$ cat src/include/z80_config.svh
`ifndef Z80_CONFIG_SVH
`define Z80_CONFIG_SVH

// byte address and data bus widths
`define Z80_ADDR_W 16
`define Z80_DATA_W 8

// prefix bytes that open a second opcode byte
`define Z80_PFX_CB 8'hCB
`define Z80_PFX_ED 8'hED
`define Z80_PFX_DD 8'hDD
`define Z80_PFX_FD 8'hFD

// longest instruction in the unprefixed and CB tables
`define Z80_MAX_LEN 3

`endif

$ cat src/hw/z80Pkg.sv
`default_nettype none

`include "z80_config.svh"

package z80Pkg;

    typedef logic [$clog2(`Z80_MAX_LEN + 1) - 1:0] insnLen_t;

    typedef enum logic [5:0] {
        grpNop, grpLdDdNn, grpLdIndBcdeA, grpIncDecDd, grpIncDecReg,
        grpRrRlca, grpAddHlDd, grpDaa, grpCpl, grpIncDecIndHl,
        grpLdAIndBcde, grpLdRegN, grpLdIndNnHl, grpLdHlIndNn, grpLdIndHlN,
        grpLdRegReg, grpLdIndNnA, grpScf, grpLdAIndNn, grpCcf,
        grpLdIndHlReg, grpHalt, grpJp, grpJpCond, grpJpIndHl,
        grpJr, grpJrCond, grpDjnz, grpCall, grpCallCond,
        grpRet, grpRetCond, grpPopQq, grpPushQq, grpExAfAf2,
        grpExIndSpHl, grpExDeHl, grpExx, grpLdSpHl, grpAluAReg,
        grpAluAIndHl, grpAluAN, grpEiDi,
        // CB page
        grpRotReg, grpRotIndHl, grpShiftReg, grpShiftIndHl,
        grpBitReg, grpBitIndHl, grpResReg, grpResIndHl,
        grpSetReg, grpSetIndHl,
        grpUnsupportedPrefix,
        grpIllegal
    } insnGroup_e;

    typedef enum logic [2:0] {
        stIdle,
        stOpcode,
        stCbOpcode,
        stOperand,
        stEmit
    } framerState_e;

endpackage

`default_nettype wire

$ cat src/hw/opFetchIf.sv
`timescale 1ns/1ps
`default_nettype none

`include "z80_config.svh"

interface opFetchIf;

    logic req;
    logic [`Z80_ADDR_W-1:0] addr;
    logic [`Z80_DATA_W-1:0] data;
    // one cycle, qualifies data
    logic done;

    modport initiator (output req, output addr, input data, input done);
    modport target (input req, input addr, output data, output done);

endinterface

`default_nettype wire

$ cat src/hw/wbOpFetch.sv
`timescale 1ns/1ps
`default_nettype none

`include "z80_config.svh"

module wbOpFetch (
    input  logic                   clk,
    input  logic                   arstN,
    opFetchIf.target               fetch,
    output logic                   wbCyc,
    output logic                   wbStb,
    output logic                   wbWe,
    output logic [`Z80_ADDR_W-1:0] wbAdr,
    input  logic [`Z80_DATA_W-1:0] wbDatI,
    input  logic                   wbAck
);

    logic cyc;
    logic doneQ;
    logic launch;
    logic [`Z80_DATA_W-1:0] dataQ;

    // no new cycle while done is still showing, so cyc stays low at least one cycle
    assign launch = !cyc && !doneQ && fetch.req;

    always_ff @(posedge clk or negedge arstN) begin
        if (!arstN) begin
            cyc <= 1'b0;
            doneQ <= 1'b0;
        end else begin
            doneQ <= 1'b0;
            if (cyc) begin
                if (wbAck) begin
                    cyc <= 1'b0;
                    doneQ <= 1'b1;
                end
            end else if (launch) begin
                cyc <= 1'b1;
            end
        end
    end

    always_ff @(posedge clk) begin
        if (launch) begin
            wbAdr <= fetch.addr;
        end
        if (cyc && wbAck) begin
            dataQ <= wbDatI;
        end
    end

    assign wbCyc = cyc;
    assign wbStb = cyc;
    assign wbWe = 1'b0;
    assign fetch.data = dataQ;
    assign fetch.done = doneQ;

endmodule

`default_nettype wire

$ cat src/hw/baseOpDecoder.sv
`timescale 1ns/1ps
`default_nettype none

`include "z80_config.svh"

module baseOpDecoder import z80Pkg::*; (
    input  logic [7:0] opcode,
    output insnGroup_e group,
    output insnLen_t   length
);

    // first match wins, so the specific codes sit above the wider patterns
    always_comb begin
        casez (opcode)
            `Z80_PFX_ED, `Z80_PFX_DD, `Z80_PFX_FD: group = grpUnsupportedPrefix;
            8'h00: group = grpNop;
            8'h08: group = grpExAfAf2;
            8'h10: group = grpDjnz;
            8'h18: group = grpJr;
            8'b001??000: group = grpJrCond;
            8'b00??0001: group = grpLdDdNn;
            8'b000?0010: group = grpLdIndBcdeA;
            8'b000?1010: group = grpLdAIndBcde;
            8'h22: group = grpLdIndNnHl;
            8'h2A: group = grpLdHlIndNn;
            8'h32: group = grpLdIndNnA;
            8'h3A: group = grpLdAIndNn;
            8'b00???011: group = grpIncDecDd;
            8'h34, 8'h35: group = grpIncDecIndHl;
            8'b00???10?: group = grpIncDecReg;
            8'h36: group = grpLdIndHlN;
            8'b00???110: group = grpLdRegN;
            8'b000??111: group = grpRrRlca;
            8'h27: group = grpDaa;
            8'h2F: group = grpCpl;
            8'h37: group = grpScf;
            8'h3F: group = grpCcf;
            8'b00??1001: group = grpAddHlDd;
            8'h76: group = grpHalt;
            8'b01110???: group = grpLdIndHlReg;
            // LD r,(HL) has no entry in the table
            8'b01???110: group = grpIllegal;
            8'b01??????: group = grpLdRegReg;
            8'b10???110: group = grpAluAIndHl;
            8'b10??????: group = grpAluAReg;
            8'hC9: group = grpRet;
            8'b11???000: group = grpRetCond;
            8'hC3: group = grpJp;
            8'b11???010: group = grpJpCond;
            8'hE9: group = grpJpIndHl;
            8'hCD: group = grpCall;
            8'b11???100: group = grpCallCond;
            8'b11??0001: group = grpPopQq;
            8'b11??0101: group = grpPushQq;
            8'hE3: group = grpExIndSpHl;
            8'hEB: group = grpExDeHl;
            8'hD9: group = grpExx;
            8'hF9: group = grpLdSpHl;
            8'b11???110: group = grpAluAN;
            8'hF3, 8'hFB: group = grpEiDi;
            // CB lands here too, its group comes from the CB table
            default: group = grpIllegal;
        endcase
    end

    always_comb begin
        case (group)
            grpLdDdNn, grpLdIndNnHl, grpLdHlIndNn, grpLdIndNnA, grpLdAIndNn,
            grpJp, grpJpCond, grpCall, grpCallCond: begin
                length = insnLen_t'(3);
            end
            grpLdRegN, grpLdIndHlN, grpJr, grpJrCond, grpDjnz, grpAluAN: begin
                length = insnLen_t'(2);
            end
            default: begin
                length = (opcode == `Z80_PFX_CB) ? insnLen_t'(2) : insnLen_t'(1);
            end
        endcase
    end

endmodule

`default_nettype wire

$ cat src/hw/cbOpDecoder.sv
`timescale 1ns/1ps
`default_nettype none

module cbOpDecoder import z80Pkg::*; (
    input  logic [7:0] opcode,
    output insnGroup_e group
);

    logic hlForm;

    // operand field 110 means (HL)
    assign hlForm = (opcode[2:0] == 3'b110);

    always_comb begin
        case (opcode[7:6])
            2'b00: begin
                // 20..3F are the shifts, SLL included
                if (opcode[5]) begin
                    group = hlForm ? grpShiftIndHl : grpShiftReg;
                end else begin
                    group = hlForm ? grpRotIndHl : grpRotReg;
                end
            end
            2'b01: group = hlForm ? grpBitIndHl : grpBitReg;
            2'b10: group = hlForm ? grpResIndHl : grpResReg;
            default: group = hlForm ? grpSetIndHl : grpSetReg;
        endcase
    end

endmodule

`default_nettype wire

$ cat src/hw/instrFramer.sv
`timescale 1ns/1ps
`default_nettype none

`include "z80_config.svh"

module instrFramer import z80Pkg::*; (
    input  logic                   clk,
    input  logic                   arstN,
    input  logic                   start,
    input  logic [`Z80_ADDR_W-1:0] startAddr,
    input  logic [7:0]             insnCount,
    output logic                   busy,
    opFetchIf.initiator            fetch,
    output logic [7:0]             baseOpcode,
    input  insnGroup_e             baseGroup,
    input  insnLen_t               baseLength,
    output logic [7:0]             cbOpcode,
    input  insnGroup_e             cbGroup,
    output logic                   insnValid,
    input  logic                   insnReady,
    output logic [`Z80_ADDR_W-1:0] insnAddr,
    output logic [7:0]             insnOpcode,
    output insnGroup_e             insnGroup,
    output insnLen_t               insnLength
);

    framerState_e state;
    logic [`Z80_ADDR_W-1:0] fetchAddr;
    logic [7:0] remaining;
    insnLen_t opLeft;
    logic launch;
    logic accept;

    assign launch = (state == stIdle) && start && (insnCount != 8'd0);
    assign accept = (state == stEmit) && insnReady;

    // request goes out in the start cycle so the bus cycle follows one clock later
    assign fetch.req = launch || (state == stOpcode) || (state == stCbOpcode)
                       || (state == stOperand);
    assign fetch.addr = (state == stIdle) ? startAddr : fetchAddr;

    // both tables look at the byte as it arrives
    assign baseOpcode = fetch.data;
    assign cbOpcode = fetch.data;

    assign busy = (state != stIdle);
    assign insnValid = (state == stEmit);

    always_ff @(posedge clk or negedge arstN) begin
        if (!arstN) begin
            state <= stIdle;
            remaining <= 8'd0;
            opLeft <= '0;
        end else begin
            case (state)
                stIdle: begin
                    if (launch) begin
                        remaining <= insnCount;
                        state <= stOpcode;
                    end
                end
                stOpcode: begin
                    if (fetch.done) begin
                        if (fetch.data == `Z80_PFX_CB) begin
                            state <= stCbOpcode;
                        end else if (baseLength == insnLen_t'(1)) begin
                            state <= stEmit;
                        end else begin
                            opLeft <= baseLength - insnLen_t'(1);
                            state <= stOperand;
                        end
                    end
                end
                stCbOpcode: begin
                    if (fetch.done) begin
                        state <= stEmit;
                    end
                end
                stOperand: begin
                    if (fetch.done) begin
                        opLeft <= opLeft - insnLen_t'(1);
                        if (opLeft == insnLen_t'(1)) begin
                            state <= stEmit;
                        end
                    end
                end
                stEmit: begin
                    if (insnReady) begin
                        remaining <= remaining - 8'd1;
                        state <= (remaining == 8'd1) ? stIdle : stOpcode;
                    end
                end
                default: state <= stIdle;
            endcase
        end
    end

    always_ff @(posedge clk) begin
        if (launch) begin
            fetchAddr <= startAddr;
            insnAddr <= startAddr;
        end else if (fetch.done) begin
            fetchAddr <= fetchAddr + 1'b1;
        end
        if ((state == stOpcode) && fetch.done) begin
            insnOpcode <= fetch.data;
            insnGroup <= baseGroup;
            insnLength <= baseLength;
        end
        if ((state == stCbOpcode) && fetch.done) begin
            insnGroup <= cbGroup;
        end
        // next instruction starts right after the last byte read
        if (accept) begin
            insnAddr <= fetchAddr;
        end
    end

endmodule

`default_nettype wire

$ cat src/hw/z80Predecoder.sv
`timescale 1ns/1ps
`default_nettype none

`include "z80_config.svh"

module z80Predecoder import z80Pkg::*; (
    input  logic                   clk,
    input  logic                   arstN,
    input  logic                   start,
    input  logic [`Z80_ADDR_W-1:0] startAddr,
    input  logic [7:0]             insnCount,
    output logic                   busy,
    output logic                   wbCyc,
    output logic                   wbStb,
    output logic                   wbWe,
    output logic [`Z80_ADDR_W-1:0] wbAdr,
    input  logic [7:0]             wbDatI,
    input  logic                   wbAck,
    output logic                   insnValid,
    input  logic                   insnReady,
    output logic [`Z80_ADDR_W-1:0] insnAddr,
    output logic [7:0]             insnOpcode,
    output insnGroup_e             insnGroup,
    output insnLen_t               insnLength
);

    logic [7:0] baseOpcode;
    logic [7:0] cbOpcode;
    insnGroup_e baseGroup;
    insnGroup_e cbGroup;
    insnLen_t baseLength;

    opFetchIf fetchBus ();

    wbOpFetch uOpFetch (
        .clk    (clk),
        .arstN  (arstN),
        .fetch  (fetchBus.target),
        .wbCyc  (wbCyc),
        .wbStb  (wbStb),
        .wbWe   (wbWe),
        .wbAdr  (wbAdr),
        .wbDatI (wbDatI),
        .wbAck  (wbAck)
    );

    instrFramer uFramer (
        .clk        (clk),
        .arstN      (arstN),
        .start      (start),
        .startAddr  (startAddr),
        .insnCount  (insnCount),
        .busy       (busy),
        .fetch      (fetchBus.initiator),
        .baseOpcode (baseOpcode),
        .baseGroup  (baseGroup),
        .baseLength (baseLength),
        .cbOpcode   (cbOpcode),
        .cbGroup    (cbGroup),
        .insnValid  (insnValid),
        .insnReady  (insnReady),
        .insnAddr   (insnAddr),
        .insnOpcode (insnOpcode),
        .insnGroup  (insnGroup),
        .insnLength (insnLength)
    );

    baseOpDecoder uBaseDec (
        .opcode (baseOpcode),
        .group  (baseGroup),
        .length (baseLength)
    );

    cbOpDecoder uCbDec (
        .opcode (cbOpcode),
        .group  (cbGroup)
    );

endmodule

`default_nettype wire

$ cat config.mk
export PLATFORM = sky130hd
export DESIGN_NAME = z80Predecoder
export DESIGN_NICKNAME = d
export VERILOG_FILES = /design/src/hw/z80Pkg.sv /design/src/hw/opFetchIf.sv /design/src/hw/wbOpFetch.sv /design/src/hw/baseOpDecoder.sv /design/src/hw/cbOpDecoder.sv /design/src/hw/instrFramer.sv /design/src/hw/z80Predecoder.sv
export VERILOG_INCLUDE_DIRS = /design/src /design/src/include
export SDC_FILE = /design/constraint.sdc
export NUM_CORES = 1
export LEC_CHECK = 0
export BUFFER_PORTS_ARGS = -buffer_cell sky130_fd_sc_hd__buf_2
export CAP_MARGIN = 40
export CORE_ASPECT_RATIO = 1.75
export CORE_UTILIZATION = 30
export DETAILED_ROUTE_END_ITERATION = 10
export PLACE_DENSITY = 0.49
export SYNTH_ARGS = -nofsm -noshare
export SYNTH_HDL_FRONTEND = slang
export SYNTH_SLANG_ARGS = --single-unit
$ cat constraint.sdc
create_clock -name clk -period 4.4 [get_ports clk]
set_input_delay 0.44 -clock clk [delete_from_list [all_inputs] [get_ports clk]]
set_output_delay 0.44 -clock clk [all_outputs]
set_load 0.01 [all_outputs]
==> results by group <==
Route
  • Drt wl/cell: approximately 19 um
  • ANT nets after route: 0
  • Routed vias/inst: ~5.2
  • Final WL: around 15000 um
  • M1 WL: roughly 5500 um
  • Pre-antenna DRT Iters: 4
  • Remaining DRCs: 0
  • Top routing layer in use: met5
  • WL met3: 481 um
  • Drt initial violations: between 150 and 200
  • Via Count: between 4000 and 5000
  • WL met2: 8350 um

Power
  • Internal cell power: ~2.3 mW
  • Leak: around 2.3 nW
  • Psw: roughly 1.5 mW
  • Flop pwr share: 0.408
  • Clk pwr share: 0.206
  • Sw Share: 0.394
  • Worst VDD drop: between 0.2 and 0.3 mV
  • Power Density: just over 600 nW/um^2
  • Logic pwr share: 0.386

Clocking
  • # Post-CTS Setup Buffers: 0
  • Clk Latency, worst-skew pair: between 300 and 400 ps
  • CTS tree: yes
  • H-tree levels: 3
  • Root buffer cell: clkbuf_16
  • Post-CTS resize count: 0
  • CTS clk-pin slew, worst paths: approximately 80 ps
  • Clock Sinks: between 80 and 90
  • CTS Hold Bufs: 0
  • CTS max path bufs: 2
  • Num CTS Buffers: 9

Global route
  • First-pass GRT wire length: between 20000 and 25000 um
  • Number of global-route vias before repair: 4283
  • Initial antenna violation count: 1
  • Grt ovf: 0
  • GRT Total Usage: 0.176
  • Largest net degree at the start of global routing: 33

Finish
  • Layout fillers: 1758
  • Multi-input gate area: 2440 um^2
  • Area delta synth->final: 18.3%
  • # nets final: approximately 610
  • Final Instance Area: around 6200 um^2
  • Commonest non-fill, non-tap cell in the layout: buf_2
  • Fin cells: between 800 and 900
  • Register area: approximately 2500 um^2
  • Most frequent cells in the layout: 88 x buf_2, 72 x edfxtp_1, 42 x nor2_1
  • Share of layout cells above drive strength 1: 0.317
  • Core Util, Final: 0.365
  • Ant. Diodes: 0

Setup path
  • R2R cell count: 10
  • Buf/Inv on CP: 1
  • Delay-heaviest family, CP: simple AND/OR/NAND/NOR gates
  • R2r startpoint: uOpFetch.fetch.data[1]
  • CP max stage cell: edfxtp_1
  • CP max stage delay: around 800 ps
  • Worst path required time: about 4600 ps
  • Flop2flop setup slack: 620 ps
  • Crit path arrival time: roughly 4000 ps
  • Critical path class: flop to flop
  • Crit path max fanout: 22
  • Startpoint types: flop
  • Cell Chain, Critical Path: and3b_1 > inv_1 > o221a_1 > a21oi_1 > o311a_4 > or4bb_1 > nand4_2 > o31ai_4 > a31oi_2 > mux2_1
  • R2r endpoint: uFramer.opLeft[1]
  • Worst setup EP type: flop

Die
  • Rows: 63
  • Initial Util: 0.308
  • Full die area: between 15000 and 20000 um^2
  • Core area: around 17000 um^2
  • Die H: about 180 um
  • Die width: around 100 um
  • IO Count: 90

Yosys
  • Avg Cell Area, Syn: 10.8 um^2
  • Ys async rst share: 0.172
  • Post-synth EDFFs: between 70 and 80
  • Register area share after synthesis: 0.483
  • Cells after synthesis: slightly below 500
  • Primary FF master, synth: edfxtp_1
  • Ys Warns: 0
  • Synth unique cells: a little under 90
  • Mapped Area: around 5300 um^2
  • Syn Nets: 529
  • Seq cells post-synth: 87

Run
  • Max Cap Viol: 0

Worst hold path
  • Min-delay worst type: primary input to asynchronous set/reset pin

Timing
  • Min Hold Slack: around 2.8 ps
  • Unrepaired setup endpoints after global routing: false
  • Clk_skew: between 9 and 10 ps
  • Fin crit period: about 3800 ps
  • Rel. slew slack: 0.448
  • Slew @ Worst Pin: 828 ps
  • Max-slew violations: 0
  • Final number of setup-violating endpoints: 0
  • Max Fclk: 265 MHz
  • Hold Fails Final Rpt: 0
  • Final period utilization: 0.858
  • Post-Route Setup TNS: 0 ps

Placement
  • Buffers on Ports: slightly below 90
  • DP HPWL: roughly 11000 um
  • Cell Area, Placed: a little under 6000 um^2
  • Placer Congestion: approximately 0.9
  • Placed insts: about 800

Status
  • Status: finished, final reports clean
[cells in the mapped netlist (3+ instances only)]
| library cell | instances | area [um^2] |
|---|---|---|
| edfxtp_1 | 72 | 2160 |
| nor2_1 | 42 | 158 |
| a21oi_1 | 41 | 205 |
| mux2_2 | 33 | 372 |
| nand2_1 | 30 | 113 |
| o21ai_0 | 23 | 115 |
| inv_1 | 18 | 67.6 |
| dfrtp_1 | 15 | 375 |
| nand3_1 | 15 | 75.1 |
| clkbuf_1 | 12 | 45.0 |
| nor3_1 | 11 | 55.1 |
| xor2_1 | 10 | 87.6 |
| nand2b_1 | 9 | 56.3 |
| and3_1 | 8 | 50.1 |
| buf_6 | 7 | 78.8 |
| buf_2 | 6 | 30.0 |
| buf_4 | 6 | 45.0 |
| xnor2_1 | 6 | 52.6 |
| ha_1 | 5 | 62.6 |
| o21a_1 | 5 | 37.5 |
| nor4_1 | 4 | 25.0 |
| o211ai_1 | 4 | 30.0 |
| o21ai_1 | 4 | 20.0 |
| o22ai_1 | 4 | 25.0 |
| or3_1 | 4 | 25.0 |
| a211oi_1 | 3 | 22.5 |
| a21o_1 | 3 | 22.5 |
| and4b_1 | 3 | 30.0 |
| mux2i_1 | 3 | 30.0 |
| nand3b_1 | 3 | 22.5 |
| nand4_1 | 3 | 18.8 |
| nand4b_1 | 3 | 26.3 |
| nor2b_1 | 3 | 18.8 |
| or4_1 | 3 | 22.5 |
[metal layers]
layer | vias up | global-route usage
met1 | 2013 | 0.185
met5 | - | 0
met4 | 2 | 0.0857
li1 | 2000 | -
met2 | 100 | 0.326
met3 | 37 | 0.0320
[sequential cells by signal, summed over array words and instances (netlist names)]
| name | cells |
|---|---|
| uFramer.fetchAddr | 16 |
| uFramer.insnAddr | 16 |
| uFramer.insnGroup | 6 |
| uFramer.insnLength | 2 |
| uFramer.insnOpcode | 8 |
| uFramer.opLeft | 2 |
| uFramer.remaining | 8 |
| uFramer.state | 3 |
| uOpFetch.fetch.data | 8 |
| uOpFetch.fetch.done | 1 |
| uOpFetch.wbAdr | 16 |
| uOpFetch.wbCyc | 1 |
[logic make-up after synthesis]
logic type	count (synthesis)	synth area share
muxes	37	0.0786
buffers and inverters	53	0.0536
AOI/OAI and AO/OA	125	0.169
and+or+nand+nor	163	0.176
xor gates and xnor gates	16	0.0267
DFF	87	0.483
adders and majority gates	5	0.0119
other	1	0.000714
[how the worst max path moves through the flow]
stage / start / to / slack (ps) / depth (start not counted)
after global routing: uOpFetch.fetch.data[1] / uFramer.opLeft[1] / 410 / 10
after floorplan: uOpFetch.fetch.data[5] / uFramer.opLeft[1] / 1390 / 10
after CTS: uOpFetch.fetch.data[1] / uFramer.opLeft[1] / 670 / 10
final: uOpFetch.fetch.data[1] / uFramer.opLeft[1] / 620 / 10
after global placement: uOpFetch.fetch.data[1] / uFramer.opLeft[1] / 740 / 10
after detailed placement: uOpFetch.fetch.data[1] / uFramer.opLeft[1] / 700 / 10
[metrics by stage]
| stage | worst slack, ps | power (mW) |
|---|---|---|
| detailed placement | 698 | 3.10 |
| global placement | 742 | 3.07 |
| finish | 623 | 3.87 |
| floorplan | 1390 | 2.58 |
| global route | 406 | 4.14 |
| CTS | 674 | 3.92 |
[power by group through the flow]
stage | Sequential [mW] | Combinational, mW | Clock (mW)
4_1_cts | 1.58 | 1.51 | 0.822
2_1_floorplan | 1.56 | 1.02 | 0
3_5_place_dp | 1.59 | 1.51 | 0
3_3_place_gp | 1.59 | 1.48 | 0
5_1_grt | 1.63 | 1.66 | 0.854
6_report | 1.58 | 1.49 | 0.799
[worst register-to-register path, cell delays in order (launching register included)]
cell and delay (ps):
edfxtp_1 780, and3b_1 590, inv_1 240, o221a_1 310
a21oi_1 150, o311a_4 240, or4bb_1 530, nand4_2 140
o31ai_4 110, a31oi_2 230, mux2_1 340
[cell type report]
type / instances / area share
clock buffer: 9 / 0.0363
sequential: 87 / 0.409
clock inverter: 7 / 0.0143
multi-input combinational: 347 / 0.393
tap: 227 / 0.0457
timing repair buffer: 103 / 0.0890
inverter: 21 / 0.0127
No activity file was read; power rests on OpenSTA's default activity.
